--- config.mk ---
export PLATFORM = sky130hd
export DESIGN_NAME = readout_slicer
export DESIGN_NICKNAME = d
export VERILOG_FILES = /design/src/design/error_tracker_pkg.sv /design/src/design/readout_slicer.sv
export VERILOG_INCLUDE_DIRS = /design/src /design/src/design
export SDC_FILE = /design/constraint.sdc
export NUM_CORES = 1
export LEC_CHECK = 0
export BUFFER_PORTS_ARGS = -buffer_cell sky130_fd_sc_hd__buf_4
export CAP_MARGIN = 20
export CORE_AREA = 2 2 62 64
export DETAILED_ROUTE_END_ITERATION = 10
export DIE_AREA = 0 0 64 66
export PLACE_DENSITY = 0.76
export SLEW_MARGIN = 40
export SYNTH_ARGS = -nofsm -noshare
export SYNTH_HDL_FRONTEND = slang
export SYNTH_SLANG_ARGS = --single-unit
--- constraint.sdc ---
create_clock -name clk -period 1.6 [get_ports clk]
set_clock_uncertainty 0.15 [all_clocks]
set_input_delay 0.16 -clock clk [delete_from_list [all_inputs] [get_ports clk]]
set_output_delay 0.16 -clock clk [all_outputs]
set_load 0.03 [all_outputs]
--- src/design/error_tracker_config.svh ---
`ifndef ERROR_TRACKER_CONFIG_SVH
`define ERROR_TRACKER_CONFIG_SVH

// Lanes in one quarter of the receiver
`define ET_WIDTH 8

// All lanes of the receiver
`define ET_LANES (4 * `ET_WIDTH)

// Signed equalizer error per lane
`define ET_ERR_BITS 8

// Decoded PAM4 symbol width
`define ET_SYM_BITS 2

// Raw symbol levels are signed and carry one more bit than the decoded code
`define ET_RAW_SYM_BITS (`ET_SYM_BITS + 1)

// Sliding detector flags per lane
`define ET_FLAG_BITS 4

// Capture memory geometry
`define ET_ROW_BITS 64
`define ET_ADDR_BITS 6

// One capture fills this many consecutive rows
`define ET_FRAMES 8

// Debug readout word and the number of words per row
`define ET_CHUNK_BITS 32
`define ET_CHUNKS (`ET_ROW_BITS / `ET_CHUNK_BITS)

`endif

--- src/design/error_tracker_pkg.sv ---
`include "error_tracker_config.svh"

package error_tracker_pkg;

	// READY waits for a trigger, STORE writes the frames, DONE hands the
	// memory to the debug port
	typedef enum logic [1:0] {
		READY = 2'd0,
		STORE = 2'd1,
		DONE  = 2'd2
	} tracker_state_t;

	// One equalizer error sample
	typedef logic signed [`ET_ERR_BITS-1:0] lane_err_t;

	// One row of the capture memory
	// The packer fills error frames lane by lane, the readout side only sees
	// the row as a pair of debug words
	typedef union packed {
		lane_err_t [`ET_WIDTH-1:0] lanes;
		logic [`ET_CHUNKS-1:0][`ET_CHUNK_BITS-1:0] chunks;
	} frame_row_u;

endpackage

--- src/design/readout_slicer.sv ---
`include "error_tracker_config.svh"

module readout_slicer
	import error_tracker_pkg::*;
(
	input  logic clk,
	input  logic rstb,
	input  frame_row_u rdata,
	input  logic dbg_chunk,
	output logic [`ET_CHUNK_BITS-1:0] dbg_data
);

	logic chunk_q;

	// The memory takes one edge to return the row, so the chunk index is
	// held back by one edge to meet it
	always_ff @(posedge clk or negedge rstb) begin
		if (!rstb) begin
			chunk_q <= 1'b0;
			dbg_data <= '0;
		end else begin
			chunk_q <= dbg_chunk;
			dbg_data <= rdata.chunks[chunk_q];
		end
	end

endmodule

### Word-level counts from Yosys, hierarchy flattened

Cells that the tools add are included.

| storage, ports and cells | value |
|---|---|
| register bits after elaboration | 33 |
| output and inout port bits | 32 |
| logic and storage cells | 5 |

| cells by class | value |
|---|---|
| $lt $le $gt $ge | 1 |
| multiplexer cells | 2 |

Operators by type and width:

| kind | count |
|---|---|
| two-way mux 32 bit | 2 |
| less-than comparator 1 x 2 -> 1 bit, second input constant | 1 |

### Longest topological paths before layout

| depth | value |
|---|---|
| depth after elaboration | 2 |
| mapped depth | 3 |
| mapped depth without buffers | 1 |

### Worst setup path after synthesis

OpenSTA, ideal clock, no wires.

| path | value |
|---|---|
| path type | register to register |
| start point | register chunk_q |
| end point | register dbg_data[0] |
| setup time | 125 ps |
| arrival | 908 ps |
| data required time | 1325 ps |
| slack | 416 ps |
| cell stages (with the launch flop) | 4 |
| buffers on the path | 2 |
| clock period less this slack | 1184 ps |
| cell sequence | dfrtp_1 buf_6 buf_12 mux2_4 |

| between the ends | value |
|---|---|
| word-level cells in the longest chain between the ends | 2 |

RTL lines:

| item | line | text |
|---|---|---|
| from (decl) | readout_slicer.sv:13 | `logic chunk_q;` |
| from (signal assigned) | readout_slicer.sv:22 | `chunk_q <= dbg_chunk;` |
| two-way mux 32 bit (not written as such) (2 in a row) | readout_slicer.sv:23 | `dbg_data <= rdata.chunks[chunk_q];` |
| to (signal assigned) | readout_slicer.sv:23 |  |
| to (decl) | readout_slicer.sv:10 | `` output logic [`ET_CHUNK_BITS-1:0] dbg_data `` |

No other way between the ends. The select of a mux whose other input is x is not followed.

### Worst setup path after layout

| path | value |
|---|---|
| start point | register chunk_q |
| end point | register dbg_data[22] |

The elaborated chain is that of the path after synthesis.

==> results.cfg <==
[outcome]
status = finished, final reports clean

[place]
portBuffers = 98
gp_congestion = 0.709
dp_hpwl_um = 2450
numPlacedInstances = 213
place_ws_ps = 315

[grt]
antenna_found_initial = 0
grt_pass1_vias = 1459
grt_overflow_total = 0
grt_use_total_pct = 24.1
grt_pass1_wl_um = 7310
grt_max_degree = 34

[synthesis]
synth_area_per_cell_um2 = 19.9
ys_warn_count = 0
yosys_register_bits = 33
ys_seq_area_share_pct = 60.3
postSynthCellCount = 69
synth_cell_types = 5
netlist_area_mm2 = 0.00137
yosys-top-cells-count = dfrtp_1, mux2_4, buf_12, mux2_2, buf_6
synth_flop_cell = dfrtp_1
synth_area_leaders = dfrtp_1, mux2_4, buf_12, mux2_2, buf_6
yosys.area.top_type = dfrtp_1
synth_edf_count = 0
synth-async-reset-ratio_pct = 100
synth.most_common_cell = dfrtp_1
syn-num-nets = 136
yosysTopAreaCellShare_pct = 60.3

[pwr]
power.static_leakage_nw = 1.43
switchingPower_uw = 573
peakVddDrop_uv = 624
combPwrFrac_pct = 32.2
clkPwrFrac_pct = 22.2
p_per_area_mw_per_mm2 = 711
swShare_pct = 28.4
p_int_mw = 1.44
seq_power_share_pct = 45.6

[cts]
clk_latency_ps = 330
cts_buffer_depth = 2
post_cts_resized = 0
post_cts_buffers = 0
h-tree-depth = 2
cts-root-buf = clkbuf_4
clk_pin_slew_ps = 110
cts_hold_buf = 66
cts_tree = yes
cts_sinks = 33
cts_made_buffers = 5

[floorplanning]
initial_core_util_pct = 38.6
die_y_um = 66
die_x_um = 64
coreArea_mm2 = 0.00355
io-pin-count = 99
placementRows = 22
dieArea_mm2 = 0.00422

[sta]
setup_viol = 0
setup_tns_ps = 0
clock.fmax_mhz = 755
fin_crit_ps = 1320
rsz0062_at_grt = false
post-route-period-util_pct = 82.8
final_hold_viol_count = 0
report.final.slew_viol_count = 0
fin_ws_ps = 275
maxSlewHeadroom_pct = 73.2
tightest_slew_ps = 402

[cells_and_area]
final_cell_count_no_fill = 287
fin_nets = 305
drive_gt1_share_pct = 58.6
diodes = 0
syn_to_final_growth_pct = 107

[setup_path]
cp-end-kind = flop
worstPathRequired_ps = 1660
crit_path_start_kind = flop
path_class = flop to flop
worstPathArrival_ps = 1390
crit_fanout = 21

[detailed_routing]
avgRoutedWirePerCell_um = 16.4
drt_iter0_markers = 26
routed_wl_um = 4720
drtAntennaViolNets = 0
via_per_inst = 4.40
num_vias = 1262
first_pass_iters = 4
drc = 0

[job]
cap_violations = 0

[worst_hold_path]
hold_class = input port to async pin
[per-stage QoR]
stage               instance area, um2  power (mW)  hold WS (ps)  util (%)
global route                      2840        2.11           149      79.8
CTS                               2840        2.01           138      79.8
global placement                  2120        1.43         -40.8      59.8
detailed placement                2120        1.44         -32.8      59.8
floorplan                         1370        1.20          -286         -
finish                            2840        2.02           139      79.8
[state kept, by name, summed over array words and instances, names as in the netlist]
register / cells
chunk_q: 1
dbg_data: 32
[power groups by stage]
| stage | Combinational (mW) | Sequential [mW] | Clock [mW] |
|---|---|---|---|
| after detailed placement | 0.508 | 0.935 | 0 |
| after CTS | 0.637 | 0.919 | 0.450 |
| after global routing | 0.682 | 0.926 | 0.500 |
| final | 0.649 | 0.920 | 0.448 |
| after floorplan | 0.139 | 1.06 | 0 |
| after global placement | 0.497 | 0.933 | 0 |
[metal layers]
layer  vias up  global-route usage, %  part of all wire [%]
met4         0                   8.42                   1.6
met1       608                   20.7                    31
li1        577                      -                     -
met3        10                   8.86                   7.6
met5         -                      0                     0
met2        67                   49.7                    60
[worst max-delay path, stage by stage, from the launching register on]
cell	delay, ps
dfrtp_2	490
buf_12	230
mux2_4	320
[placed cells by master, fill, tap and decap left out, drive strengths merged]
master	netlist	routed
buf	4	100
clkbuf	0	6
clkinv	0	2
dfrtp	33	33
dlygate4sd3	0	66
mux2	32	32
[final timing paths]
check,from,end,slack [ps],depth (start not counted)
min,rstb,dbg_data[15]$_DFF_PN0_,140,2
max,chunk_q$_DFF_PN0_,dbg_data[22]$_DFF_PN0_,280,2
min in group clk,dbg_chunk,chunk_q$_DFF_PN0_,340,2
max reg2reg,chunk_q$_DFF_PN0_,dbg_data[22]$_DFF_PN0_,280,2
max in group asynchronous,rstb,chunk_q$_DFF_PN0_,850,2
min reg2reg,chunk_q$_DFF_PN0_,dbg_data[9]$_DFF_PN0_,530,1
[final cells by class]
type	instances	area [um2]
timing repair buffer	166	1420
sequential	33	827
fill	201	716
multi-input combinational	32	473
tap	48	60.1
clock buffer	6	41.3
clock inverter	2	10.0
[kinds of logic after synthesis]
kind of cell | after synthesis | synth area share (%)
muxes | 32 | 34.5
DFF | 33 | 60.3
buffers and inverters | 4 | 5.21
No activity file was read; power rests on OpenSTA's default activity.
