**config.mk**
```make
export PLATFORM = sky130hd
export DESIGN_NAME = tracker_ctrl
export DESIGN_NICKNAME = d
export VERILOG_FILES = /design/src/design/error_tracker_pkg.sv /design/src/design/tracker_ctrl.sv
export VERILOG_INCLUDE_DIRS = /design/src /design/src/design
export SDC_FILE = /design/constraint.sdc
export NUM_CORES = 1
export LEC_CHECK = 0
export BUFFER_PORTS_ARGS = -buffer_cell sky130_fd_sc_hd__buf_4
export CAP_MARGIN = 20
export CELL_PAD_IN_SITES_DETAIL_PLACEMENT = 1
export CELL_PAD_IN_SITES_GLOBAL_PLACEMENT = 1
export CORE_AREA = 2 2 232 234
export DETAILED_ROUTE_END_ITERATION = 8
export DIE_AREA = 0 0 234 236
export GPL_TIMING_DRIVEN = 0
export HOLD_SLACK_MARGIN = 0.02
export PLACE_DENSITY_LB_ADDON = 0.1
export SKIP_CTS_REPAIR_TIMING = 1
export SKIP_LAST_GASP = 1
export SYNTH_ARGS = -nofsm -noshare
export SYNTH_HDL_FRONTEND = slang
export SYNTH_SLANG_ARGS = --single-unit
```
**constraint.sdc**
```tcl
create_clock -name clk -period 4.1 [get_ports clk]
set_clock_uncertainty 0.2 [all_clocks]
set_input_delay 0.82 -clock clk [delete_from_list [all_inputs] [get_ports clk]]
set_output_delay 0.82 -clock clk [all_outputs]
set_load 0.005 [all_outputs]
```
**src/design/error_tracker_config.svh**
```systemverilog
`ifndef ERROR_TRACKER_CONFIG_SVH
`define ERROR_TRACKER_CONFIG_SVH

// Lanes in one quarter of the receiver
`define ET_WIDTH 8

// All lanes of the receiver
`define ET_LANES (4 * `ET_WIDTH)

// Signed equalizer error per lane
`define ET_ERR_BITS 8

// Decoded PAM4 symbol width
`define ET_SYM_BITS 2

// Raw symbol levels are signed and carry one more bit than the decoded code
`define ET_RAW_SYM_BITS (`ET_SYM_BITS + 1)

// Sliding detector flags per lane
`define ET_FLAG_BITS 4

// Capture memory geometry
`define ET_ROW_BITS 64
`define ET_ADDR_BITS 6

// One capture fills this many consecutive rows
`define ET_FRAMES 8

// Debug readout word and the number of words per row
`define ET_CHUNK_BITS 32
`define ET_CHUNKS (`ET_ROW_BITS / `ET_CHUNK_BITS)

`endif

```
**src/design/error_tracker_pkg.sv**
```systemverilog
`include "error_tracker_config.svh"

package error_tracker_pkg;

	// READY waits for a trigger, STORE writes the frames, DONE hands the
	// memory to the debug port
	typedef enum logic [1:0] {
		READY = 2'd0,
		STORE = 2'd1,
		DONE  = 2'd2
	} tracker_state_t;

	// One equalizer error sample
	typedef logic signed [`ET_ERR_BITS-1:0] lane_err_t;

	// One row of the capture memory
	// The packer fills error frames lane by lane, the readout side only sees
	// the row as a pair of debug words
	typedef union packed {
		lane_err_t [`ET_WIDTH-1:0] lanes;
		logic [`ET_CHUNKS-1:0][`ET_CHUNK_BITS-1:0] chunks;
	} frame_row_u;

endpackage

```
**src/design/tracker_ctrl.sv**
```systemverilog
`include "error_tracker_config.svh"

module tracker_ctrl
	import error_tracker_pkg::*;
(
	input  logic clk,
	input  logic rstb,
	input  logic trigger,
	input  logic dbg_read,
	input  logic dbg_rearm,
	input  logic [`ET_ADDR_BITS-1:0] dbg_addr,
	input  frame_row_u frames [`ET_FRAMES-1:0],
	output logic latch,
	output logic web,
	output logic [`ET_ADDR_BITS-1:0] addr,
	output frame_row_u wdata,
	output logic [`ET_ADDR_BITS-1:0] stored_frames,
	output logic dbg_done
);

	localparam int cnt_bits = $clog2(`ET_FRAMES);
	localparam logic [cnt_bits-1:0] last_frame = cnt_bits'(`ET_FRAMES - 1);
	localparam logic [`ET_ADDR_BITS-1:0] max_addr = '1;

	tracker_state_t state;
	logic [cnt_bits-1:0] frame_cnt;
	logic [`ET_ADDR_BITS-1:0] write_addr;
	logic last;
	logic at_end;
	logic chain;

	assign last = (frame_cnt == last_frame);
	assign at_end = (write_addr == max_addr);

	// A trigger on the last frame starts the next capture right behind this one
	assign chain = (state == STORE) && last && trigger && !at_end;

	assign latch = (state == READY) || chain;

	// The debug port owns the address only once capture is over
	assign addr = (state == DONE) ? dbg_addr : write_addr;
	assign wdata = frames[frame_cnt];

	assign stored_frames = write_addr;
	assign dbg_done = (state == DONE);

	always_ff @(posedge clk or negedge rstb) begin
		if (!rstb) begin
			state <= READY;
			frame_cnt <= '0;
			write_addr <= '0;
			web <= 1'b1;
		end else begin
			case (state)
				READY: begin
					// The trigger takes priority over a read request on the same edge
					if (trigger) begin
						web <= 1'b0;
						frame_cnt <= '0;
						state <= STORE;
					end else if (dbg_read) begin
						state <= DONE;
					end
				end
				STORE: begin
					if (at_end) begin
						// Last row of the memory was just written, the address parks at the top
						web <= 1'b1;
						frame_cnt <= '0;
						state <= DONE;
					end else begin
						write_addr <= write_addr + 1'b1;
						frame_cnt <= last ? '0 : frame_cnt + 1'b1;
						if (last && !trigger) begin
							web <= 1'b1;
							state <= dbg_read ? DONE : READY;
						end
					end
				end
				DONE: begin
					web <= 1'b1;
					if (dbg_rearm) begin
						write_addr <= '0;
						frame_cnt <= '0;
						state <= READY;
					end
				end
				default: begin
					web <= 1'b1;
					frame_cnt <= '0;
					state <= READY;
				end
			endcase
		end
	end

endmodule

```
# Word-level counts from Yosys, hierarchy flattened
# Index checks and enable logic that the tools add are counted.
dict set report totals {
  reg_bits 12
  in_bits 523
  out_inout_bits 79
  elab_cells 51
}
dict set report op_classes {
  n_addsub 2
  order_cmp 1
  n_eq_ne 9
  n_mux 22
  reduce_logical 13
}
# op count
set op_table {}
lappend op_table {{64-bit binary-select mux with 3-bit select} 1}
lappend op_table {{64-bit two-way mux} 1}
lappend op_table {{6-bit two-way mux} 3}
lappend op_table {{2-bit two-way mux} 6}
lappend op_table {{3-bit two-way mux} 4}
lappend op_table {{6-bit case mux with 2 select lines} 1}
lappend op_table {{3-bit case mux with 3 select lines} 1}
lappend op_table {{6-bit by 1-bit adder with 6-bit output (second input constant)} 1}
lappend op_table {{6-bit equality test (second input constant)} 1}
lappend op_table {{2-bit != test (second input constant)} 3}
lappend op_table {{2-bit case mux with 3 select lines} 1}
lappend op_table {{3-bit AND reduction} 2}
lappend op_table {{1-bit logical AND} 4}
lappend op_table {{3-bit by 4-bit less-than comparator with 1-bit output (second input constant)} 1}
lappend op_table {{2-bit AND reduction} 2}
lappend op_table {{3-bit by 1-bit adder with 3-bit output (second input constant)} 1}
lappend op_table {{3-bit equality test (second input constant)} 1}
lappend op_table {{1-bit two-way mux} 3}
lappend op_table {{3-bit by 2-bit != test with 1-bit output (second input constant)} 1}
lappend op_table {{3-bit != test (second input constant)} 1}
lappend op_table {{2-bit by 1-bit equality test with 1-bit output (second input constant)} 1}
lappend op_table {{2-bit equality test (second input constant)} 1}
lappend op_table {{1-bit zero test} 2}
lappend op_table {{2-bit zero test} 1}
lappend op_table {{other kinds (3)} 3}

# Depth between registers and ports, before layout
# Gate-level depths: netlist (run 1).
dict set report logic_depth {
  depth_word 5
  mapped_depth 5
  depth_no_buf 5
}

# Worst setup path before layout (run 1)
# OpenSTA, ideal clock, no wires.
dict set report synth_path {
  path_kind {register to output}
  from {reg frame_cnt[0]}
  to {out wdata[0] (netlist name)}
  arrival_ns 1.585
  t_required_ns 3.080
  slack_ns 1.495
  path_stages_with_launch 6
  path_buffers 3
  cell_sequence {dfrtp_1 clkbuf_1 buf_6 buf_6 mux4_2 mux2_2}
}
# item line
set synth_lines {}
lappend synth_lines {{from (decl)} tracker_ctrl.sv:26} ;# logic [cnt_bits-1:0] frame_cnt;
lappend synth_lines {{from (signal assigned)} tracker_ctrl.sv:73} ;# frame_cnt <= last ? '0 : frame_cnt + 1'b1;
lappend synth_lines {{to (decl)} tracker_ctrl.sv:16} ;# output frame_row_u wdata,

==> impl_metrics.csv, run 1 <==
group,metric,value,unit
run_status,status,"finished, final reports clean",
critical_path,r2r_end,"frame_cnt[2]$_DFFE_PN0P_",
timing,relSlewSlack,40.55,%
place,port_buffers,601,
clock_network,numCtsBuffers,3,
global_routing,antenna_found_initial,7,
clock_network,cts_tree,"built",
place,place.gp.congestion,0.7756,
timing,fmax,279.3,MHz
critical_path,worst-r2r-setup-slack,1900,ps
place,pre_cts_slack,532.7,ps
global_routing,grt.overflow.total,0,
timing,finalSetupViolCount,0,
critical_path,worst-r2r-cell-count,3,
clock_network,path_clk_slew,50,ps
power,finalPower,4.695,mW
floorplan,core.rowCount,85,
clock_network,cts.sinks,12,
synth,syn_inst,310,
global_routing,grtUsageTotal,12.88,%
floorplan,core_region_area,53070,um2
place,hpwl,33.79,mm
global_routing,grt_max_degree,13,
final_layout,final_cell_mix,"601 x buf_4, 128 x mux4_2, 70 x mux2_2, 20 x clkbuf_1",
final_layout,nNetsFinal,1442,
route,vias,5796,
route,drt_iter0_drc,132,
timing,tightest_slew,891.8,ps
final_layout,utilization,18.96,%
critical_path,crit_path_start_kind,"register",
critical_path,worstPathRequired,3080,ps
route,wl_per_cell,23.43,um
route,drc_errors,0,
final_layout,stdcell_count,1614,
timing,finalHoldViolations,0,
run,maxCapViolCount,0,
synth,yosys_warnings,0,
synth,synth-seq-cells,12,
route,firstDrtPassIters,4,
timing,hold_ws,217.4,ps
final_layout,drive_gt1_share,89.51,%
final_layout,syn_to_final_growth,119.1,%
power,powerDensity,466.6,nW/um2
power,cellLeakagePower,4.347,nW
floorplan,initial_core_util,8.655,%
global_routing,grt_pass1_vias,6720,
synth,syn_area,4593,um2
critical_path,r2r_start,"frame_cnt[2]$_DFFE_PN0P_",
clock_network,clk-insertion-delay-late,240,ps
global_routing,grt_pass1_wl,51.24,mm
timing,finalSetupTns,0,ps
place,dpl.cell_count,1607,
floorplan,dieHeight,236,um
final_layout,layout_commonest_cell,"buf_4",
final_layout,design_area,10060,um2
timing,rsz0062_at_grt,"false",
critical_path,cp.arrival,2560,ps
clock_network,root_buffer,"clkbuf_16",
place,dpl_cell_area,9976,um2
timing,finalCritPeriodShare,87.33,%
clock_network,cts_max_level,1,
critical_path,endpoint_kind,"output pin",
synth,avgSynthCellArea,14.82,um2
synth,yosys.cell_types.count,38,
critical_path,crit_type,"reg -> out",
floorplan,fp.dieArea,55220,um2
critical_path,cp_max_fo,10,
floorplan,pin_count,602,
route,routed_wl,37.82,mm
route,ant_nets,0,
clock_network,clock_path_buffers,2,
power,vdd_drop_max,0.1677,mV
floorplan,die_w,234,um
route,drt-vias-per-instance,3.591,
synth,yosysSeqAreaShare,6.565,%
timing,fin_ws,519.5,ps
synth,syn-num-nets,836,
timing,slew_violations,0,
timing,post-route-min-period,3580,ps
min_path,holdCritPathClass,"in -> async",
## sequential cells by signal, indices dropped and copies added, names as in the netlist
signal	flops
web	1
frame_cnt	3
stored_frames	6
state	2
## kinds of logic after synthesis
group | share of synthesized area (%)
compound gates | 4.768
fa+ha+maj | 0.8173
buf+inv | 5.612
flops | 6.565
mux | 79.92
simple gates | 2.315
## metal layers
| layer | wire length [um] | global-route usage (%) | vias to the layer above |
|---|---|---|---|
| met5 | 57 | 0 | - |
| met4 | 82 | 0.3644 | 8 |
| met3 | 3793 | 4.412 | 12 |
| met2 | 20840 | 25.70 | 278 |
| met1 | 13050 | 13.36 | 2870 |
| li1 | - | - | 2628 |
## cell type report
class                   instances  area, um2
fillers                      6160      43010
repair buffers                601       4512
multi-input cells             253       4034
well taps                     696      870.8
flip-flops and latches         12      301.5
plain buffers                  40      239.0
clock buffers                   4      78.83
inverters                       5      18.77
diodes                          3      7.507
## critical path: stages, from the launching register on
cell,delay (ps)
dfrtp_1,390
buf_2,390
buf_1,700
mux4_2,420
mux2_2,290
buf_4,140
## how the worst max path moves through the flow
stage	startpoint	endpoint	slack, ps	cells after the start
floorplan	frame_cnt[0]$_DFFE_PN0P_	wdata[0]	1490	5
global placement	frame_cnt[2]$_DFFE_PN0P_	wdata[60]	570	4
detailed placement	frame_cnt[2]$_DFFE_PN0P_	wdata[60]	530	4
CTS	frame_cnt[2]$_DFFE_PN0P_	wdata[60]	270	4
global route	frame_cnt[2]$_DFFE_PN0P_	wdata[58]	240	4
finish	frame_cnt[1]$_DFFE_PN0P_	wdata[60]	520	5
## report_power, final
part	internal, mW	switching, mW
combinational	2.50	1.77
clock	0.131	0.0543
sequential	0.169	0.0679
## cells in the mapped netlist
| cell type | number | share of area (%) |
|---|---|---|
| and4_1 | 1 | 0.19 |
| nor3_1 | 2 | 0.22 |
| a21o_1 | 1 | 0.16 |
| a2111oi_0 | 1 | 0.19 |
| o31ai_1 | 1 | 0.16 |
| dfrtp_1 | 11 | 6.0 |
| nand2_1 | 4 | 0.33 |
| o211ai_1 | 1 | 0.16 |
| and3_1 | 2 | 0.27 |
| a311oi_1 | 2 | 0.38 |
| a32o_1 | 1 | 0.22 |
| a221oi_1 | 1 | 0.19 |
| a22oi_1 | 1 | 0.16 |
| mux4_2 | 128 | 63 |
| buf_6 | 11 | 2.7 |
| a211oi_1 | 1 | 0.16 |
| a21oi_1 | 11 | 1.2 |
| a41oi_1 | 1 | 0.19 |
| a22o_1 | 1 | 0.19 |
| buf_1 | 5 | 0.41 |
| o32ai_1 | 1 | 0.19 |
| o221ai_1 | 1 | 0.19 |
| ha_1 | 3 | 0.82 |
| inv_1 | 5 | 0.41 |
| mux2_2 | 70 | 17 |
| clkbuf_1 | 19 | 1.6 |
| and2_1 | 1 | 0.14 |
| buf_2 | 5 | 0.54 |
| o21bai_1 | 1 | 0.16 |
| a21boi_0 | 1 | 0.16 |
| o21ai_0 | 5 | 0.54 |
| nor2_1 | 1 | 0.082 |
| nand3b_1 | 1 | 0.16 |
| nand2b_1 | 3 | 0.41 |
| nor2b_1 | 3 | 0.41 |
| a31oi_1 | 1 | 0.14 |
| dfstp_2 | 1 | 0.57 |
| nand3_1 | 1 | 0.11 |
Power figures use the tool's default switching activity.
==> run 2, diff against run 1 <==
--- a/config.mk
+++ b/config.mk
@@ -13,7 +13,6 @@
 export CORE_AREA = 2 2 232 234
 export DETAILED_ROUTE_END_ITERATION = 8
 export DIE_AREA = 0 0 234 236
-export GPL_TIMING_DRIVEN = 0
 export HOLD_SLACK_MARGIN = 0.02
 export PLACE_DENSITY_LB_ADDON = 0.1
 export SKIP_CTS_REPAIR_TIMING = 1
==> impl_metrics.csv, run 2 (synthesis gave the netlist of run 1 again) <==
group,metric,value,unit
run_status,status,"finished, final reports clean",
place,port_buffers,601,
clock_network,cts.sinks,12,
critical_path,cpLargestDelayFamily,"multiplexers",
critical_path,slowest_delay,690,ps
run,maxCapViolCount,0,
global_routing,grt_pass1_vias,6517,
clock_network,path_clk_slew,50,ps
floorplan,dieHeight,236,um
critical_path,worst-r2r-cell-count,5,
global_routing,grtUsageTotal,11.92,%
critical_path,endpoint_kind,"output pin",
final_layout,fillers,6135,
global_routing,grt_pass1_wl,48.14,mm
power,powerDensity,454.9,nW/um2
route,drt_iter0_drc,117,
clock_network,cts_max_level,1,
timing,finalSetupTns,0,ps
critical_path,r2r_start,"frame_cnt[0]$_DFFE_PN0P_",
power,vdd_drop_max,0.2106,mV
critical_path,crit_path_start_kind,"register",
timing,rsz0062_at_grt,"false",
critical_path,crit_cells,5,
timing,tightest_slew,710.7,ps
route,firstDrtPassIters,5,
timing,fmax,291.0,MHz
place,place.gp.congestion,0.7983,
clock_network,numCtsBuffers,3,
global_routing,grt_max_degree,41,
global_routing,grt.overflow.total,0,
final_layout,nNetsFinal,1419,
critical_path,crit_chain,"buf_12 > buf_12 > mux4_2 > mux2_2 > buf_4",
clock_network,clock_path_buffers,2,
route,wl_per_cell,22.23,um
critical_path,cpMaxStageDelayCell,"dfrtp_4",
floorplan,core.rowCount,85,
timing,slew_violations,0,
floorplan,fp.dieArea,55220,um2
floorplan,pin_count,602,
route,drt-vias-per-instance,3.567,
timing,finalSetupViolCount,0,
final_layout,regArea,312.8,um2
critical_path,critPathLaunch,"frame_cnt[0]$_DFFE_PN0P_",
critical_path,cp_max_fo,24,
route,routed_wl,35.38,mm
place,hpwl,31.15,mm
global_routing,antenna_found_initial,6,
critical_path,worstPathRequired,3080,ps
timing,finalHoldViolations,0,
critical_path,cp.arrival,2420,ps
final_layout,drive_gt1_share,92.26,%
final_layout,syn_to_final_growth,119.1,%
final_layout,layout_commonest_cell,"buf_4",
min_path,holdCritPathClass,"in -> async",
timing,hold_ws,221.5,ps
critical_path,cp_num_buf_inv,3,
final_layout,multi_input_area,4034,um2
floorplan,core_region_area,53070,um2
route,vias,5675,
floorplan,initial_core_util,8.655,%
timing,relSlewSlack,52.52,%
timing,post-route-min-period,3436,ps
route,drc_errors,0,
route,ant_nets,0,
final_layout,final_cell_mix,"610 x buf_4, 128 x mux4_2, 70 x mux2_2, 11 x a21oi_1",
clock_network,root_buffer,"clkbuf_16",
final_layout,largest_reg_flops,6,
critical_path,crit_type,"reg -> out",
power,cellLeakagePower,4.341,nW
timing,finalCritPeriodShare,83.80,%
final_layout,utilization,18.96,%
floorplan,die_w,234,um
clock_network,cts_tree,"built",
clock_network,clk-insertion-delay-late,240,ps
critical_path,path_common_cell,"buf_12",
==> run 2: cell types whose count changed in the layout (fill, tap and decap cells not counted) <==
cell and delta:
dfrtp_4 +3, buf_2 -5, buf_6 -11, dfrtp_1 -3, clkbuf_1 -19, buf_12 +8
buf_4 +9, buf_1 -5
==> run 2: worst paths after layout <==
| kind | to | slack (ps) |
|---|---|---|
| max in group asynchronous | web$_DFFE_PN1P_ | 3230 |
| hold reg to reg | web$_DFFE_PN1P_ | 420 |
| setup / recovery | wdata[16] | 660 |
| min in group clk | web$_DFFE_PN1P_ | 420 |
| setup reg to reg | frame_cnt[0]$_DFFE_PN0P_ | 1800 |
| hold / removal | stored_frames[3]$_DFFE_PN0P_ | 220 |
==> run 2: stage by stage <==
| step | std cells | area, um2 | setup WS [ps] | power (mW) |
|---|---|---|---|---|
| global route | 1591 | 10060 | 488.6 | 4.956 |
| CTS | 1588 | 10050 | 554.7 | 4.739 |
| finish | 1591 | 10060 | 664.1 | 4.578 |
| detailed placement | 1584 | 9976 | 825.8 | 4.528 |
| global placement | 1584 | 9976 | 821.0 | 4.550 |
| floorplan | 310 | 4593 | 1495 | 2.675 |
==> run 2: per-layer routing <==
layer / track usage (%) / share of wire (%) / vias up / wire length [um]
met5: 0 / 0.13 / - / 46
met4: 0.9014 / 0.24 / 6 / 84
met3: 3.433 / 9.2 / 10 / 3264
met1: 12.63 / 35 / 2802 / 12250
li1: - / - / 2580 / -
met2: 23.66 / 56 / 277 / 19730
==> run 2: layout make-up <==
class | count | area share (%)
diodes | 3 | 0.07461
inverters | 5 | 0.1865
multi-input cells | 253 | 40.09
flip-flops and latches | 12 | 3.109
well taps | 696 | 8.655
clock buffers | 4 | 0.7834
repair buffers | 618 | 47.10
==> run 2: power breakdown <==
part           switching [mW]  leakage [nW]  internal (mW)
logic                    1.45          4.16           2.52
registers               0.241         0.146          0.175
clock network          0.0559        0.0382          0.131
==> run 3, diff against run 2 <==
--- a/config.mk
+++ b/config.mk
@@ -6,13 +6,14 @@
 export SDC_FILE = /design/constraint.sdc
 export NUM_CORES = 1
 export LEC_CHECK = 0
+export ABC_AREA = 1
 export BUFFER_PORTS_ARGS = -buffer_cell sky130_fd_sc_hd__buf_4
 export CAP_MARGIN = 20
 export CELL_PAD_IN_SITES_DETAIL_PLACEMENT = 1
 export CELL_PAD_IN_SITES_GLOBAL_PLACEMENT = 1
-export CORE_AREA = 2 2 232 234
+export CORE_AREA = 2 2 233 235
 export DETAILED_ROUTE_END_ITERATION = 8
-export DIE_AREA = 0 0 234 236
+export DIE_AREA = 0 0 235 237
 export HOLD_SLACK_MARGIN = 0.02
 export PLACE_DENSITY_LB_ADDON = 0.1
 export SKIP_CTS_REPAIR_TIMING = 1
==> constraint.sdc (replaced) <==
create_clock -name clk -period 2.8 [get_ports clk]
set_clock_uncertainty 0.2 [all_clocks]
set_input_delay 0.56 -clock clk [delete_from_list [all_inputs] [get_ports clk]]
set_output_delay 0.56 -clock clk [all_outputs]
set_load 0.005 [all_outputs]
==> impl_metrics.csv, run 3 <==
group,metric,value,unit
power,p_comb_share,91.4,%
global_routing,grt.overflow.total,0,
floorplan,pin_count,602,
critical_path,cp_max_fo,37,
floorplan,fp.dieArea,55700,um2
synth,syn-num-nets,1570,
final_layout,largest_reg_flops,6,
clock_network,cts_tree,"built",
route,drt-vias-per-instance,4.115,
timing,tightest_slew,567.1,ps
global_routing,grt_pass1_wl,67.06,mm
synth,syn_inst,1044,
synth,synthFlopType,"dfrtp_1",
timing,relSlewSlack,62.16,%
clock_network,root_buffer,"clkbuf_16",
power,p_int,3.715,mW
route,firstDrtPassIters,4,
final_layout,syn_to_final_growth,102.3,%
critical_path,worst-r2r-setup-slack,880,ps
final_layout,drive_gt1_share,43.54,%
critical_path,crit_path_start_kind,"register",
power,power_frac_seq,5.0,%
power,powerDensity,778.8,nW/um2
timing,fin_ws,131.5,ps
place,port_buffers,601,
min_path,holdCritPathClass,"reg -> reg",
global_routing,grtUsageTotal,15.64,%
critical_path,cp-endpoint,"wdata[25]",
timing,finalSetupViolCount,0,
synth,syn_area,5251,um2
final_layout,design_area,10630,um2
power,swShare,55.11,%
critical_path,critPathLaunch,"frame_cnt[0]$_DFFE_PN0P_",
critical_path,r2r_end,"state[1]$_DFFE_PN0P_",
synth,yosys.cell_types.count,24,
clock_network,clk-insertion-delay-late,240,ps
critical_path,crit_type,"reg -> out",
route,ant_nets,0,
timing,finalSetupTns,0,ps
critical_path,worstPathRequired,2040,ps
route,drc_errors,0,
place,hpwl,38.14,mm
final_layout,nNetsFinal,2114,
timing,rsz0062_at_grt,"true",
synth,yosysMostFrequentCell,"nand2_1",
final_layout,utilization,19.94,%
synth,avgSynthCellArea,5.030,um2
critical_path,endpoint_kind,"output pin",
place,dpl_cell_area,10450,um2
timing,finalHoldViolations,0,
critical_path,crit_chain,"buf_16 > buf_4 > o21ai_0 > o22ai_1 > nand2_1 > nand2_1 > buf_4",
power,vdd_drop_max,0.3513,mV
final_layout,final_cell_mix,"619 x buf_4, 227 x nand2_1, 225 x nor2_1, 166 x o21ai_0, 126 x o22ai_1",
route,drt_iter0_drc,273,
synth,yosys.area.top_type,"nand2_1",
power,cellLeakagePower,5.122,nW
place,place.gp.congestion,0.8475,
critical_path,r2r_start,"frame_cnt[0]$_DFFE_PN0P_",
power,p_clk_share,3.6,%
synth,async_reset_ff_share,100.0,%
final_layout,layout_commonest_cell,"buf_4",
clock_network,cts_max_level,1,
floorplan,core.rowCount,85,
floorplan,dieHeight,237,um
floorplan,initial_core_util,9.856,%
clock_network,clock_path_buffers,2,
timing,fmax,374.7,MHz
synth,synth.top_cell.area_share,16.23,%
power,switchingPower,4.560,mW
timing,post-route-min-period,2668,ps
critical_path,worst-r2r-cell-count,9,
timing,finalCritPeriodShare,95.30,%
synth,synth_common_cells,"227 x nand2_1, 225 x nor2_1, 167 x o21ai_0, 127 x o22ai_1, 108 x o21ai_1",
place,pre_cts_slack,257.7,ps
critical_path,cp.arrival,1910,ps
synth,yosys_warnings,0,
synth,synth-seq-cells,12,
global_routing,grt_max_degree,75,
floorplan,core_region_area,53280,um2
power,finalPower,8.275,mW
global_routing,antenna_found_initial,3,
timing,slew_violations,0,
route,wl_per_cell,20.68,um
global_routing,grt_pass1_vias,9886,
synth,yosysSeqAreaShare,5.742,%
synth,synth_area_leaders,"nand2_1 16%, nor2_1 16%, o21ai_0 16%",
run_status,status,"finished, final reports clean",
clock_network,path_clk_slew,50,ps
synth,synth_edf_count,0,
floorplan,die_w,235,um
place,dpl.cell_count,2276,
final_layout,stdcell_count,2284,
route,routed_wl,47.22,mm
clock_network,numCtsBuffers,3,
critical_path,cpMaxStageDelayCell,"dfrtp_4",
timing,hold_ws,275.4,ps
route,vias,9398,
critical_path,slowest_delay,510,ps
run,maxCapViolCount,0,
clock_network,cts.sinks,12,
run 3: changes by cell type after synthesis, sizes merged, moves of 10 or more:
cell    before  now
clkbuf      19   44
a21oi       11    0
nand3        1   11
mux2        70    0
mux4       128    0
nand2        4  227
o21ai        5  275
inv          5   22
nor2         1  264
buf         21   55
o22ai        0  128
run 3: cell families (layout without fill, tap and decap cells):
family          after synthesis  count (layout)  share of synthesized area, %
other cells                   0               1                             0
flops                        12              12                         5.742
simple gates                504             504                         38.27
buf+inv                     121             664                         13.53
fa+ha+maj                     3               3                        0.7149
xor+xnor                      1               1                        0.1668
compound gates              403             403                         41.58
run 3: layer usage:
layer | part of all wire, % | wire [um] | track usage, % | vias to the layer above
li1 | - | - | - | 4663
met1 | 42 | 19640 | 18.86 | 4435
met2 | 53 | 24790 | 29.66 | 290
met3 | 5.8 | 2748 | 3.322 | 6
met4 | 0.032 | 15 | 0.4219 | 4
met5 | 0.057 | 27 | 0 | -
run 3: layout make-up:
cell class	count	area (um2)
well taps	696	870.8
repair buffers	638	5006
flip-flops and latches	12	312.8
diodes	1	2.502
multi-input cells	911	4245
clock buffers	4	88.84
fillers	6720	42660
inverters	22	98.84
run 3: critical path: cells and delay by family (launching register included):
family          cells  cell delay, ps
flops               1             510
compound gates      2             260
buf+inv             3             630
simple gates        2             200
run 3: power by group through the flow:
stage	registers (mW)	logic [mW]	clock network, mW
2_1_floorplan	0.320	4.16	0
3_3_place_gp	0.413	7.62	0
3_5_place_dp	0.413	7.59	0
4_1_cts	0.412	7.61	0.315
5_1_grt	0.433	8.40	0.321
6_report	0.411	7.56	0.302
run 3: worst min-delay path by stage:
| stage | slack, ps | cells after the start | startpoint | end |
|---|---|---|---|---|
| 2_1_floorplan | 60 | 0 | rstb | frame_cnt[0]$_DFFE_PN0P_ |
| 3_3_place_gp | 230 | 1 | rstb | stored_frames[1]$_DFFE_PN0P_ |
| 3_5_place_dp | 230 | 1 | rstb | stored_frames[1]$_DFFE_PN0P_ |
| 4_1_cts | -30 | 1 | rstb | stored_frames[1]$_DFFE_PN0P_ |
| 5_1_grt | 320 | 2 | web$_DFFE_PN1P_ | web$_DFFE_PN1P_ |
| 6_report | 280 | 2 | web$_DFFE_PN1P_ | web$_DFFE_PN1P_ |
