[src/design/error_tracker_config.svh]
`ifndef ERROR_TRACKER_CONFIG_SVH
`define ERROR_TRACKER_CONFIG_SVH

// Lanes in one quarter of the receiver
`define ET_WIDTH 8

// All lanes of the receiver
`define ET_LANES (4 * `ET_WIDTH)

// Signed equalizer error per lane
`define ET_ERR_BITS 8

// Decoded PAM4 symbol width
`define ET_SYM_BITS 2

// Raw symbol levels are signed and carry one more bit than the decoded code
`define ET_RAW_SYM_BITS (`ET_SYM_BITS + 1)

// Sliding detector flags per lane
`define ET_FLAG_BITS 4

// Capture memory geometry
`define ET_ROW_BITS 64
`define ET_ADDR_BITS 6

// One capture fills this many consecutive rows
`define ET_FRAMES 8

// Debug readout word and the number of words per row
`define ET_CHUNK_BITS 32
`define ET_CHUNKS (`ET_ROW_BITS / `ET_CHUNK_BITS)

`endif

[src/design/error_tracker_pkg.sv]
`include "error_tracker_config.svh"

package error_tracker_pkg;

	// READY waits for a trigger, STORE writes the frames, DONE hands the
	// memory to the debug port
	typedef enum logic [1:0] {
		READY = 2'd0,
		STORE = 2'd1,
		DONE  = 2'd2
	} tracker_state_t;

	// One equalizer error sample
	typedef logic signed [`ET_ERR_BITS-1:0] lane_err_t;

	// One row of the capture memory
	// The packer fills error frames lane by lane, the readout side only sees
	// the row as a pair of debug words
	typedef union packed {
		lane_err_t [`ET_WIDTH-1:0] lanes;
		logic [`ET_CHUNKS-1:0][`ET_CHUNK_BITS-1:0] chunks;
	} frame_row_u;

endpackage

[src/design/frame_packer.sv]
`include "error_tracker_config.svh"

module frame_packer
	import error_tracker_pkg::*;
(
	input  logic clk,
	input  logic rstb,
	input  logic latch,
	input  logic [`ET_LANES*`ET_ERR_BITS-1:0] errors,
	input  logic [`ET_LANES*`ET_SYM_BITS-1:0] prbs_flags,
	input  logic [`ET_LANES*`ET_RAW_SYM_BITS-1:0] symbols,
	input  logic [`ET_LANES*`ET_FLAG_BITS-1:0] sd_flags,
	output frame_row_u frames [`ET_FRAMES-1:0]
);

	localparam int quarters = `ET_LANES / `ET_WIDTH;

	frame_row_u next_frames [`ET_FRAMES-1:0];
	logic [`ET_ROW_BITS-1:0] sym_row;

	// PAM4 level to two-bit code
	// Levels that are not legal PAM4 values collapse to the -3 code
	function automatic logic [`ET_SYM_BITS-1:0] pam4_decode(
		input logic signed [`ET_RAW_SYM_BITS-1:0] level
	);
		logic [`ET_SYM_BITS-1:0] code;
		case (level)
			3'sd3: code = 2'b10;
			3'sd1: code = 2'b11;
			-3'sd1: code = 2'b01;
			-3'sd3: code = 2'b00;
			default: code = 2'b00;
		endcase
		return code;
	endfunction

	// Lane i of the symbol stream lands at bits 2i+1:2i of the symbol frame
	always_comb begin
		for (int i = 0; i < `ET_LANES; i++) begin
			sym_row[i*`ET_SYM_BITS +: `ET_SYM_BITS] =
				pam4_decode(symbols[i*`ET_RAW_SYM_BITS +: `ET_RAW_SYM_BITS]);
		end
	end

	always_comb begin
		// Frames 0 to 3 carry one quarter of the error lanes each, lowest lane at bit 0
		for (int q = 0; q < quarters; q++) begin
			for (int j = 0; j < `ET_WIDTH; j++) begin
				next_frames[q].lanes[j] =
					errors[(q*`ET_WIDTH + j)*`ET_ERR_BITS +: `ET_ERR_BITS];
			end
		end

		next_frames[4] = prbs_flags;
		next_frames[5] = sym_row;

		// Sliding detector lanes 0 to 15 go in frame 6, the upper half in frame 7
		next_frames[6] = sd_flags[`ET_ROW_BITS-1:0];
		next_frames[7] = sd_flags[2*`ET_ROW_BITS-1:`ET_ROW_BITS];
	end

	// The snapshot follows the inputs while latch is high and freezes
	// once the controller starts writing it out
	always_ff @(posedge clk or negedge rstb) begin
		if (!rstb) begin
			for (int k = 0; k < `ET_FRAMES; k++) begin
				frames[k] <= '0;
			end
		end else if (latch) begin
			for (int k = 0; k < `ET_FRAMES; k++) begin
				frames[k] <= next_frames[k];
			end
		end
	end

endmodule

[config.mk]
export PLATFORM = sky130hd
export DESIGN_NAME = frame_packer
export DESIGN_NICKNAME = d
export VERILOG_FILES = /design/src/design/error_tracker_pkg.sv /design/src/design/frame_packer.sv
export VERILOG_INCLUDE_DIRS = /design/src /design/src/design
export SDC_FILE = /design/constraint.sdc
export NUM_CORES = 1
export LEC_CHECK = 0
export BUFFER_PORTS_ARGS = -buffer_cell sky130_fd_sc_hd__buf_4
export CAP_MARGIN = 10
export CORE_AREA = 10 10 401 403
export DETAILED_ROUTE_END_ITERATION = 8
export DIE_AREA = 0 0 411 413
export GPL_TIMING_DRIVEN = 0
export PLACE_DENSITY = 0.36
export SYNTH_ARGS = -nofsm -noshare
export SYNTH_HDL_FRONTEND = slang
export SYNTH_SLANG_ARGS = --single-unit
[constraint.sdc]
create_clock -name clk -period 0.9 [get_ports clk]
set_input_delay 0.18 -clock clk [delete_from_list [all_inputs] [get_ports clk]]
set_output_delay 0.18 -clock clk [all_outputs]
set_load 0.05 [all_outputs]
* Yosys cells after proc, flatten, opt, wreduce, memory -nomap -nowiden *
Index checks and enable logic that the tools add are counted.

word-level totals
  register bits after elaboration = 512
  bits of input ports = 547

cells by class
  multiplexer cells = 32
  eq/ne operators = 96

operator list
  operator                                                               number
  2-bit one-hot mux with 3 select lines                                  32
  3-bit by 1-bit equality test with 1-bit output, second input constant  32
  3-bit by 2-bit equality test with 1-bit output, second input constant  32
  3-bit equality test, second input constant                             32

* Logic depth before layout (Yosys ltp) *
Gate-level depths: netlist of run 1.

  depth in word-level cells = 2
  depth in mapped cells = 5
  depth with buffers taken out = 2

* Worst setup path after synthesis of run 1 *
OpenSTA, ideal clock, no wires.

  kind = in2reg
  start point = input port latch
  end point = register frames[0] (netlist bit)
  data required time = 0.775 ns
  library setup time = 0.125 ns
  stages = 4
  setup slack = -0.135 ns
  buffers on the path = 3
  arrival = 0.911 ns
  cell sequence = buf_6 buf_6 buf_6 mux2_2

RTL lines
  element                          RTL line            RTL
  from (decl)                      frame_packer.sv:8   input logic latch,
  to (signal, indexed assignment)  frame_packer.sv:71  frames[k] <= next_frames[k];
  to (decl)                        frame_packer.sv:13  output frame_row_u frames [`ET_FRAMES-1:0]

No word-level cell between the ends.

* Worst setup path in the final report of run 1 *
  start point = register frames[7] (netlist bit)
  end point = output port frames[7] (netlist bit)

No word-level cell between the ends.

==> results of run 1 <==
cell type report:
type                            count  area, um2  area share [%]
Sequential cell                   512      12800            31.0
Antenna cell                       20       50.0           0.121
Clock inverter                     22        226           0.546
Tap cell                         2044       2560            6.17
Buffer                             64        678            1.64
Multi-Input combinational cell    608       6200            14.9
Clock buffer                      109       2150            5.20
Timing Repair Buffer             1707      16500            39.9
Inverter                           64        240           0.579
logic make-up after synthesis:
logic type	count (synthesis)	share of synthesized area, %
flip-flops	512	65.0
multiplexers	448	25.6
buffers and inverters	128	4.36
AO/OA/AOI/OAI	64	1.83
AND/OR/NAND/NOR	64	1.83
XOR/XNOR	32	1.42
final timing paths:
check,from,to,slack [ps],cells after the start
hold / removal,rstb,frames[235]$_DFFE_PN0P_,-550,1
setup reg to reg,frames[192]$_DFFE_PN0P_,frames[192]$_DFFE_PN0P_,-70,2
hold reg to reg,frames[35]$_DFFE_PN0P_,frames[35]$_DFFE_PN0P_,530,1
max in group asynchronous,rstb,frames[380]$_DFFE_PN0P_,150,4
setup / recovery,frames[7]$_DFFE_PN0P_,frames[7],-570,1
min in group clk,latch,frames[190]$_DFFE_PN0P_,190,3
report_power, final:
part	switching (mW)	leakage (nW)	total (mW)	internal, mW
combinational	13.5	11.5	24.1	10.5
clock	11.8	1.17	29.0	17.2
sequential	1.77	6.05	27.1	25.4
cell usage after synthesis:
cell type,instances
dfrtp_1,512
mux2_2,448
inv_1,64
buf_6,48
nand2_1,32
nand3b_1,32
o21ai_0,32
o22ai_1,32
xor2_1,32
buf_2,12
clkbuf_1,3
buf_4,1
cells in the final DEF (no fill, tap or decap), types with 2 or more instances in the layout:
master         synthesis  layout
buf_12                 0       5
buf_16                 0       7
buf_2                 12      12
buf_4                  1     594
buf_6                 48     589
buf_8                  0      14
bufbuf_16              0       2
bufinv_16              0       2
clkbuf_1               3      22
clkbuf_16              0      76
clkbuf_8               0      15
clkinv_2               0      12
clkinvlp_4             0       3
dfrtp_1              512     494
dfrtp_2                0      18
diode_2                0      20
dlygate4sd3_1          0     544
inv_1                 64      64
mux2_2               448     408
mux2_4                 0      40
nand2_1               32      32
nand3b_1              32      32
o21ai_0               32      32
o22ai_1               32      32
xor2_1                32      32
stage by stage:
step / instance area [um2] / utilization, % / power (mW) / TNS (ps)
floorplan: 19800 / - / 38.1 / -46020
global placement: 30300 / 19.8 / 46.6 / -3754250
detailed placement: 30500 / 19.9 / 46.8 / -428540
CTS: 40900 / 26.7 / 81.5 / -289570
global route: 41400 / 27.1 / 83.8 / -289460
finish: 41500 / 27.1 / 80.2 / -240310
routing by layer:
layer  vias up  routed length, um
met2       690              60300
li1       7934                  -
met5         -                  0
met3       188               8810
met1      8759              40500
met4         0               3970
repair_timing:
| item | in CTS | in global routing |
|---|---|---|
| endpoints found under the setup margin | 612 | 628 |
| buffers inserted | 71 | 40 |
| pin swaps | 0 | 0 |
| endpoints found under the hold margin | 689 | 177 |
| resized for setup | 522 | 82 |
| gates cloned | 3 | 1 |
==> qor.csv, run 1 <==
stage,metric,value,unit
outcome,failing checks,"negative hold slack, negative setup slack",
clocking,TritonCTS clock tree,yes,
layout,Largest Register,frames,
placement,post-DP HPWL,89.7,mm
timing,final worst slack,-571,ps
power,Peak VDD IR,1.49,mV
route,ANT nets after route,0,
timing,Final Max Tran Viols,0,
outcome,status,"complete, but fails checks",
timing,smallest hold slack,-554,ps
layout,FILL cells,16000,
route,1st-iter DRT viols,693,
logic_synthesis,"FF+latch count, synth",512,
power,pwr dens,1930,nW/um2
critical_path,Worst path top cell family by delay,flip-flops,
critical_path,CP required,720,ps
timing,post-layout min period,1470,ps
critical_path,CP cell instances,buf_6,
clocking,clk_lat worst skew,650,ps
layout,# nets final,3577,
logic_synthesis,mean area per synthesized cell,15.8,um2
clocking,clock buffer depth,3,
critical_path,CP max-delay cell,dfrtp_2,
global_routing,first-pass GRT wire length,155,mm
global_routing,Global Route met1 Usage,13.4,%
global_routing,grt ovf,0,
placement,placed cells,4355,
clocking,Worst-path clk slew,50,ps
timing,clk_skew,0,ps
timing,RSZ-0062 raised after global routing,true,
logic_synthesis,Cell variety after synth,12,
route,Residual DRC,0,
timing,period utilisation layout,163,%
flow_run,MaxCap Viol Count,0,
route,via count,17600,
timing,slew margin rel.,54.4,%
global_routing,initial antenna violation count,39,
global_routing,layer carrying the most global-route usage,met2,
timing,Max Fclk,680,MHz
logic_synthesis,sequential element share of the synthesized area,65.0,%
critical_path,CP Launch Type,register,
clocking,Root Driver,clkbuf_16,
clocking,CTS sink cnt,512,
global_routing,number of global-route vias before repair,20200,
placement,Port Buffer Count,1057,
floorplan,top-level I/O count,1059,
floorplan,Rows,144,
logic_synthesis,synthesized instance count,1248,
critical_path,Worst Path Max Fanout,2,
floorplan,die area,170000,um2
floorplan,DIE WIDTH,411,um
placement,worst slack at placement,-1120,ps
global_routing,M3 GR Usage,4.45,%
logic_synthesis,Synth area leader,dfrtp_1,
timing,Hold Fails Final Rpt,177,
route,Routed WL,114,mm
route,routed vias/inst,3.41,
route,Routed WL per cell,22.0,um
logic_synthesis,Synth area leaders,"dfrtp_1, mux2_2, buf_6",
global_routing,largest net degree at the start of global routing,96,
logic_synthesis,mapped cell area,19700,um2
clocking,TritonCTS Buffers,73,
min_path,hold crit path type,input port to asynchronous set/reset pin,
route,drt pass-1 iters,4,
critical_path,WS Path Type,register to output pin,
layout,Non-Filler Instances,5150,
layout,max reg flops,512,
power,Leakage,18.7,nW
timing,Slew @ Worst Pin,684,ps
critical_path,max incr delay on CP,480,ps
clocking,hold buffers post-CTS,544,
logic_synthesis,Synth top area share,65.0,%
layout,synth-to-layout area growth,110,%
global_routing,total track usage,12.8,%
critical_path,Setup crit end kind,output pin,
floorplan,DIE HEIGHT,413,um
placement,gpl congestion,0.776,
timing,endpoints failing setup,524,
floorplan,CORE AREA,153000,um2
logic_synthesis,Yosys warning count,0,
layout,Largest regs,frames (512),
critical_path,number of buffers and inverters on the critical path,1,
logic_synthesis,post-synth net total,1795,
floorplan,Initial Utilization,12.9,%
critical_path,worst path arrival time,1290,ps
clocking,H-tree levels,3,
layout,layout cells sized above 1,58.4,%
global_routing,M2 GR Usage,23.3,%
No activity file was read; power rests on OpenSTA's default activity.
==> inputs of run 2 (changes only) <==
--- a/config.mk
+++ b/config.mk
@@ -8,11 +8,13 @@
 export LEC_CHECK = 0
 export BUFFER_PORTS_ARGS = -buffer_cell sky130_fd_sc_hd__buf_4
 export CAP_MARGIN = 10
-export CORE_AREA = 10 10 401 403
+export CELL_PAD_IN_SITES_DETAIL_PLACEMENT = 0
+export CELL_PAD_IN_SITES_GLOBAL_PLACEMENT = 1
+export CORE_AREA = 10 10 404 406
 export DETAILED_ROUTE_END_ITERATION = 8
-export DIE_AREA = 0 0 411 413
+export DIE_AREA = 0 0 414 416
 export GPL_TIMING_DRIVEN = 0
-export PLACE_DENSITY = 0.36
+export PLACE_DENSITY = 0.42
 export SYNTH_ARGS = -nofsm -noshare
 export SYNTH_HDL_FRONTEND = slang
 export SYNTH_SLANG_ARGS = --single-unit
==> run 2 against run 1 <==
Wire length down 0.19%. Global-route usage decreased by 0.070 points. Sequential power about the same. Sequential cell count did not move. Utilization is 0.69 points lower. Combinational power barely moved. Worst setup slack worse by 21 ps. Largest power group unchanged. Critical path type unchanged. First-iteration DRC count shrank 31%. Register-to-register slack worse by 30 ps. Critical path depth is the same. Non-clock buffer count is 36 lower. The run still ends with negative hold slack, negative setup slack left. Clock power down 2%.
==> qor.csv, run 2 (synthesis results as in run 1) <==
stage,metric,value,unit,change
outcome,status,"complete, but fails checks",,unchanged
outcome,failing checks,"negative hold slack, negative setup slack",,unchanged
timing,final worst slack,-592,ps,was -571 ps
global_routing,first-pass GRT wire length,157,mm,was 155 mm
clocking,Worst-path clk slew,60,ps,was 50 ps
clocking,hold buffers post-CTS,544,,unchanged
floorplan,Initial Utilization,12.7,%,was 12.9%
critical_path,CP max-delay cell,dfrtp_2,,unchanged
floorplan,CORE AREA,155000,um2,was 153000 um2
power,Sw Pwr,27.3,mW,was 27.1 mW
route,Residual DRC,0,,unchanged
placement,placed cells,4368,,was 4355
layout,Non-Filler Instances,5113,,was 5150
power,clock share of power,35.8,%,was 36.2%
critical_path,CP cell instances,buf_6,,unchanged
power,Leakage,18.4,nW,was 18.7 nW
placement,Port Buffer Count,1057,,unchanged
route,1st-iter DRT viols,476,,was 693
global_routing,grt ovf,0,,unchanged
layout,max reg flops,512,,unchanged
power,switch share,34.3,%,was 33.8%
layout,layout cells sized above 1,58.4,%,about the same
layout,Largest regs,frames (512),,unchanged
layout,synth-to-layout area growth,108,%,was 110%
global_routing,total track usage,12.7,%,was 12.8%
route,via count,17100,,was 17.6k
floorplan,die area,172000,um2,was 170000 um2
timing,endpoints failing setup,519,,was 524
timing,Slew @ Worst Pin,582,ps,was 684 ps
timing,slew margin rel.,61.2,%,was 54.4%
placement,gpl congestion,0.812,,was 0.776
clocking,CTS sink cnt,512,,unchanged
flow_run,MaxCap Viol Count,0,,unchanged
placement,worst slack at placement,-957,ps,was -1120 ps
timing,RSZ-0062 raised after global routing,true,,unchanged
floorplan,DIE WIDTH,414,um,was 411 um
layout,# nets final,3538,,was 3577
critical_path,Worst path top cell family by delay,flip-flops,,unchanged
layout,"most common cell after layout, fill and taps aside",buf_4,,unchanged
power,Peak VDD IR,1.13,mV,was 1.49 mV
critical_path,Setup crit end kind,output pin,,unchanged
route,drt pass-1 iters,4,,unchanged
critical_path,worst path arrival time,1310,ps,was 1290 ps
clocking,clk_lat worst skew,640,ps,was 650 ps
route,ANT nets after route,0,,unchanged
clocking,H-tree levels,3,,unchanged
power,Comb pwr share,30.0,%,about the same
critical_path,WS Path Type,register to output pin,,unchanged
floorplan,Rows,145,,was 144
route,Routed WL per cell,22.2,um,was 22.0 um
global_routing,initial antenna violation count,14,,was 39
floorplan,top-level I/O count,1059,,unchanged
layout,Largest Register,frames,,unchanged
power,pwr dens,1940,nW/um2,was 1930 nW/um2
power,part of the power in registers,34.2,%,was 33.8%
timing,post-layout min period,1490,ps,was 1470 ps
critical_path,CP required,720,ps,about the same
critical_path,max incr delay on CP,470,ps,was 480 ps
layout,most frequent cells in the layout,"buf_4, dlygate4sd3_1, buf_6, dfrtp_1, mux2_2",,"was buf_4, buf_6, dlygate4sd3_1, dfrtp_1, mux2_2"
global_routing,number of global-route vias before repair,19900,,was 20.2k
floorplan,DIE HEIGHT,416,um,was 413 um
critical_path,Worst Path Max Fanout,2,,unchanged
route,Routed WL,113,mm,was 114 mm
power,Int Pwr,52.3,mW,was 53.1 mW
timing,Max Fclk,670,MHz,was 680 MHz
timing,clk_skew,0,ps,unchanged
min_path,hold crit path type,input port to asynchronous set/reset pin,,unchanged
timing,smallest hold slack,-542,ps,was -554 ps
placement,post-DP HPWL,90.1,mm,was 89.7 mm
power,"Power, Total",79.7,mW,was 80.2 mW
clocking,clock buffer depth,3,,unchanged
route,routed vias/inst,3.34,,was 3.41
timing,Hold Fails Final Rpt,306,,was 177
global_routing,largest net degree at the start of global routing,91,,was 96
timing,period utilisation layout,166,%,was 163%
clocking,TritonCTS Buffers,70,,was 73
clocking,Root Driver,clkbuf_16,,unchanged
critical_path,number of buffers and inverters on the critical path,1,,unchanged
layout,FILL cells,16400,,was 16.0k
critical_path,CP Launch Type,register,,unchanged
timing,Final Max Tran Viols,0,,unchanged
clocking,TritonCTS clock tree,yes,,unchanged
==> run 2: per-stage QoR <==
step	TNS (ps)	utilization [%]	cell area, um2
global route	-294860	26.4	41000
detailed placement	-431760	19.6	30500
global placement	-3779700	19.5	30300
finish	-245830	26.4	41000
floorplan	-46020	-	19800
CTS	-295440	26.1	40600
==> run 2: what timing repair did <==
action / in CTS / in global routing
gates resized for setup: 552 / 52
endpoints found under the hold margin: 833 / 266
setup buffers: 40 / 31
setup endpoints to repair: 689 / 656
cloned: 1 / 1
pin swaps: 0 / 0
==> run 2: final cells by class <==
class                   instances  area (um2)  share of cell area, %
plain buffers                  64         678                   1.65
repair buffers               1671       16200                   39.4
diodes                         11        27.5                 0.0671
clock inverters                18         278                  0.677
inverters                      64         240                  0.586
well taps                    2058        2570                   6.28
multi-input cells             608        6140                   15.0
clock buffers                 107        2040                   4.97
flip-flops and latches        512       12900                   31.3
==> run 2: power groups by stage <==
stage                     sequential (mW)  clock (mW)  combinational [mW]
final                                27.2        28.5                23.9
after detailed placement             27.1           0                19.9
after CTS                            27.2        29.9                24.0
after global placement               27.1           0                19.9
after global routing                 27.5        30.8                24.9
after floorplan                      34.9           0                3.12
==> run 2: path summary, 6_finish.rpt <==
path | endpoint | cells after the start | startpoint | slack, ps
max | frames[63] | 1 | frames[63]$_DFFE_PN0P_ | -590
min | frames[122]$_DFFE_PN0P_ | 1 | rstb | -540
max reg2reg | frames[302]$_DFFE_PN0P_ | 3 | frames[302]$_DFFE_PN0P_ | -100
min reg2reg | frames[28]$_DFFE_PN0P_ | 1 | frames[28]$_DFFE_PN0P_ | 530
max in group asynchronous | frames[259]$_DFFE_PN0P_ | 3 | rstb | 220
min in group clk | frames[77]$_DFFE_PN0P_ | 3 | latch | 170
==> run 2: metal layers <==
layer  up-vias  global-route usage, %  part of all wire [%]
li1       7849                      -                     -
met3       143                   5.08                   8.0
met1      8519                   13.7                    37
met5         -                  0.361                 0.089
met4         4                   4.70                   3.8
met2       574                   22.2                    51
==> inputs of run 3 (changes only) <==
--- a/config.mk
+++ b/config.mk
@@ -10,11 +10,11 @@
 export CAP_MARGIN = 10
 export CELL_PAD_IN_SITES_DETAIL_PLACEMENT = 0
 export CELL_PAD_IN_SITES_GLOBAL_PLACEMENT = 1
-export CORE_AREA = 10 10 404 406
+export CORE_AREA = 3 3 409 411
 export DETAILED_ROUTE_END_ITERATION = 8
-export DIE_AREA = 0 0 414 416
+export DIE_AREA = 0 0 412 414
 export GPL_TIMING_DRIVEN = 0
-export PLACE_DENSITY = 0.42
+export PLACE_DENSITY = 0.4
 export SYNTH_ARGS = -nofsm -noshare
 export SYNTH_HDL_FRONTEND = slang
 export SYNTH_SLANG_ARGS = --single-unit
==> run 3 against run 2 <==
Largest cell class unchanged. Power grew 2.5%. Utilization shrank 1.0 points. Non-clock buffer count grew 31. Clock skew is the same. The run still ends with negative hold slack, negative setup slack left. Via count grew 1.0%. First-iteration DRC count shrank 3.4%. Register-to-register slack is essentially flat. Design area grew 1.7%. Largest power group unchanged. Highest routed layer is now met4. Sequential cell count is the same. Worst hold slack lost 64 ps.
==> qor.csv, run 3 (synthesis results as in run 1) <==
stage,metric,value,unit,change
layout,layout cells sized above 1,58.6,%,was 58.4%
critical_path,CP Launch Type,register,,unchanged
clocking,Root Driver,clkbuf_16,,unchanged
route,1st-iter DRT viols,460,,was 476
critical_path,Worst Path Max Fanout,2,,unchanged
power,Sw Pwr,27.3,mW,about the same
timing,period utilisation layout,164,%,was 166%
global_routing,grt ovf,0,,unchanged
power,Comb pwr share,29.4,%,was 30.0%
timing,Slew @ Worst Pin,634,ps,was 582 ps
power,"Power, Total",81.7,mW,was 79.7 mW
min_path,hold crit path type,input port to asynchronous set/reset pin,,unchanged
floorplan,CORE AREA,164000,um2,was 155000 um2
timing,endpoints failing setup,523,,was 519
route,Residual DRC,0,,unchanged
route,drt pass-1 iters,4,,unchanged
layout,most frequent cells in the layout,"buf_4, buf_6, dlygate4sd3_1, dfrtp_1, mux2_2",,"was buf_4, dlygate4sd3_1, buf_6, dfrtp_1, mux2_2"
layout,Largest regs,frames (512),,unchanged
timing,Hold Fails Final Rpt,238,,was 306
critical_path,number of buffers and inverters on the critical path,1,,unchanged
timing,RSZ-0062 raised after global routing,true,,unchanged
timing,post-layout min period,1470,ps,was 1490 ps
clocking,CTS sink cnt,512,,unchanged
route,Routed WL per cell,21.3,um,was 22.2 um
layout,Largest Register,frames,,unchanged
floorplan,top-level I/O count,1059,,unchanged
global_routing,largest net degree at the start of global routing,95,,was 91
clocking,TritonCTS Buffers,74,,was 70
global_routing,total track usage,12.9,%,was 12.7%
outcome,failing checks,"negative hold slack, negative setup slack",,unchanged
route,via count,17300,,was 17.1k
floorplan,die area,171000,um2,was 172000 um2
outcome,status,"complete, but fails checks",,unchanged
placement,Port Buffer Count,1057,,unchanged
global_routing,number of global-route vias before repair,19800,,was 19.9k
flow_run,MaxCap Viol Count,0,,unchanged
critical_path,worst path arrival time,1290,ps,was 1310 ps
layout,post-route cell area,41700,um2,was 41000 um2
timing,Final Max Tran Viols,0,,unchanged
global_routing,initial antenna violation count,27,,was 14
timing,slew margin rel.,57.7,%,was 61.2%
clocking,TritonCTS clock tree,yes,,unchanged
power,clock share of power,37.4,%,was 35.8%
floorplan,Initial Utilization,12.0,%,was 12.7%
timing,Max Fclk,679,MHz,was 670 MHz
critical_path,WS Path Type,register to output pin,,unchanged
floorplan,DIE HEIGHT,414,um,was 416 um
placement,post-DP HPWL,88.5,mm,was 90.1 mm
power,pwr dens,1960,nW/um2,was 1940 nW/um2
critical_path,max incr delay on CP,460,ps,was 470 ps
timing,smallest hold slack,-606,ps,was -542 ps
power,switch share,33.4,%,was 34.3%
critical_path,Setup crit end kind,output pin,,unchanged
critical_path,Worst path top cell family by delay,flip-flops,,unchanged
clocking,clock buffer depth,3,,unchanged
clocking,Worst-path clk slew,50,ps,was 60 ps
timing,clk_skew,0,ps,unchanged
power,Leakage,18.7,nW,was 18.4 nW
critical_path,register-to-register setup slack,-100,ps,about the same
critical_path,CP cell instances,buf_6,,unchanged
layout,FILL cells,17500,,was 16.4k
route,Routed WL,113,mm,about the same
floorplan,Rows,149,,was 145
layout,# nets final,3573,,was 3538
critical_path,CP max-delay cell,dfrtp_2,,unchanged
layout,synth-to-layout area growth,112,%,was 108%
route,routed vias/inst,3.26,,was 3.34
global_routing,first-pass GRT wire length,154,mm,was 157 mm
placement,Post-DP Area,30700,um2,was 30500 um2
route,ANT nets after route,0,,unchanged
layout,"most common cell after layout, fill and taps aside",buf_4,,unchanged
critical_path,worst r2r src,frames[426]$_DFFE_PN0P_,,was frames[302]$_DFFE_PN0P_
power,Int Pwr,54.4,mW,was 52.3 mW
power,Peak VDD IR,1.41,mV,was 1.13 mV
clocking,hold buffers post-CTS,544,,unchanged
layout,max reg flops,512,,unchanged
critical_path,Crit. Startpoint,frames[133]$_DFFE_PN0P_,,was frames[63]$_DFFE_PN0P_
critical_path,CP required,720,ps,about the same
power,part of the power in registers,33.2,%,was 34.2%
placement,gpl congestion,0.769,,was 0.812
clocking,H-tree levels,3,,unchanged
floorplan,DIE WIDTH,412,um,was 414 um
timing,final worst slack,-572,ps,was -592 ps
clocking,clk_lat worst skew,650,ps,was 640 ps
==> run 3: cell count changes in the layout (fill, tap and decap cells not counted), sizes merged <==
cell / before / now
buf: 1186 / 1216
clkbuf: 111 / 121
clkinv: 11 / 7
diode: 11 / 15
bufbuf: 1 / 3
clkinvlp: 1 / 3
inv: 67 / 66
==> run 3: what timing repair did <==
action                                 in CTS  in global routing
gates cloned                                4                  0
gates resized for setup                   540                 67
pin swaps                                   1                  0
endpoints found under the hold margin     748                238
buffers inserted                           56                 42
setup endpoints to repair                 786                611
==> run 3: stage by stage <==
| step | util, % | hold WS, ps | setup slack [ps] | setup TNS [ps] | cells |
|---|---|---|---|---|---|
| final | 25.4 | -606 | -572 | -243920 | 5287 |
| after global routing | 25.4 | -646 | -649 | -290450 | 5282 |
| after CTS | 25.0 | -678 | -675 | -297060 | 5236 |
| after detailed placement | 18.6 | 286 | -1600 | -592130 | 4499 |
| after global placement | 18.6 | 413 | -7930 | -3851000 | 4494 |
| after floorplan | - | -116 | -105 | -46020 | 1248 |
==> run 3: layer usage <==
metal	track usage [%]	wire length, um
met5	0	0
met4	4.68	3420
met3	4.29	8680
met2	24.3	60900
met1	13.0	39600
==> run 3: layout make-up <==
class	instances	area (um2)	share of cell area, %
timing repair buffer	1702	16500	39.5
sequential	512	12800	30.8
multi-input combinational	608	6170	14.8
tap	2189	2740	6.56
clock buffer	118	2320	5.57
buffer	64	683	1.64
inverter	64	240	0.576
clock inverter	15	203	0.486
antenna	15	37.5	0.0900
==> run 3: worst paths after layout <==
kind | end | cells after the start
hold / removal | frames[419]$_DFFE_PN0P_ | 1
hold reg to reg | frames[67]$_DFFE_PN0P_ | 1
setup / recovery | frames[133] | 1
min in group clk | frames[85]$_DFFE_PN0P_ | 3
setup reg to reg | frames[426]$_DFFE_PN0P_ | 3
max in group asynchronous | frames[181]$_DFFE_PN0P_ | 3
==> run 3: power by group through the flow <==
stage	Clock (mW)	Combinational (mW)	Sequential, mW
CTS	32.2	24.0	27.1
floorplan	0	3.12	34.9
global route	33.0	25.1	27.4
detailed placement	0	19.8	27.0
finish	30.6	24.0	27.1
global placement	0	19.8	27.0
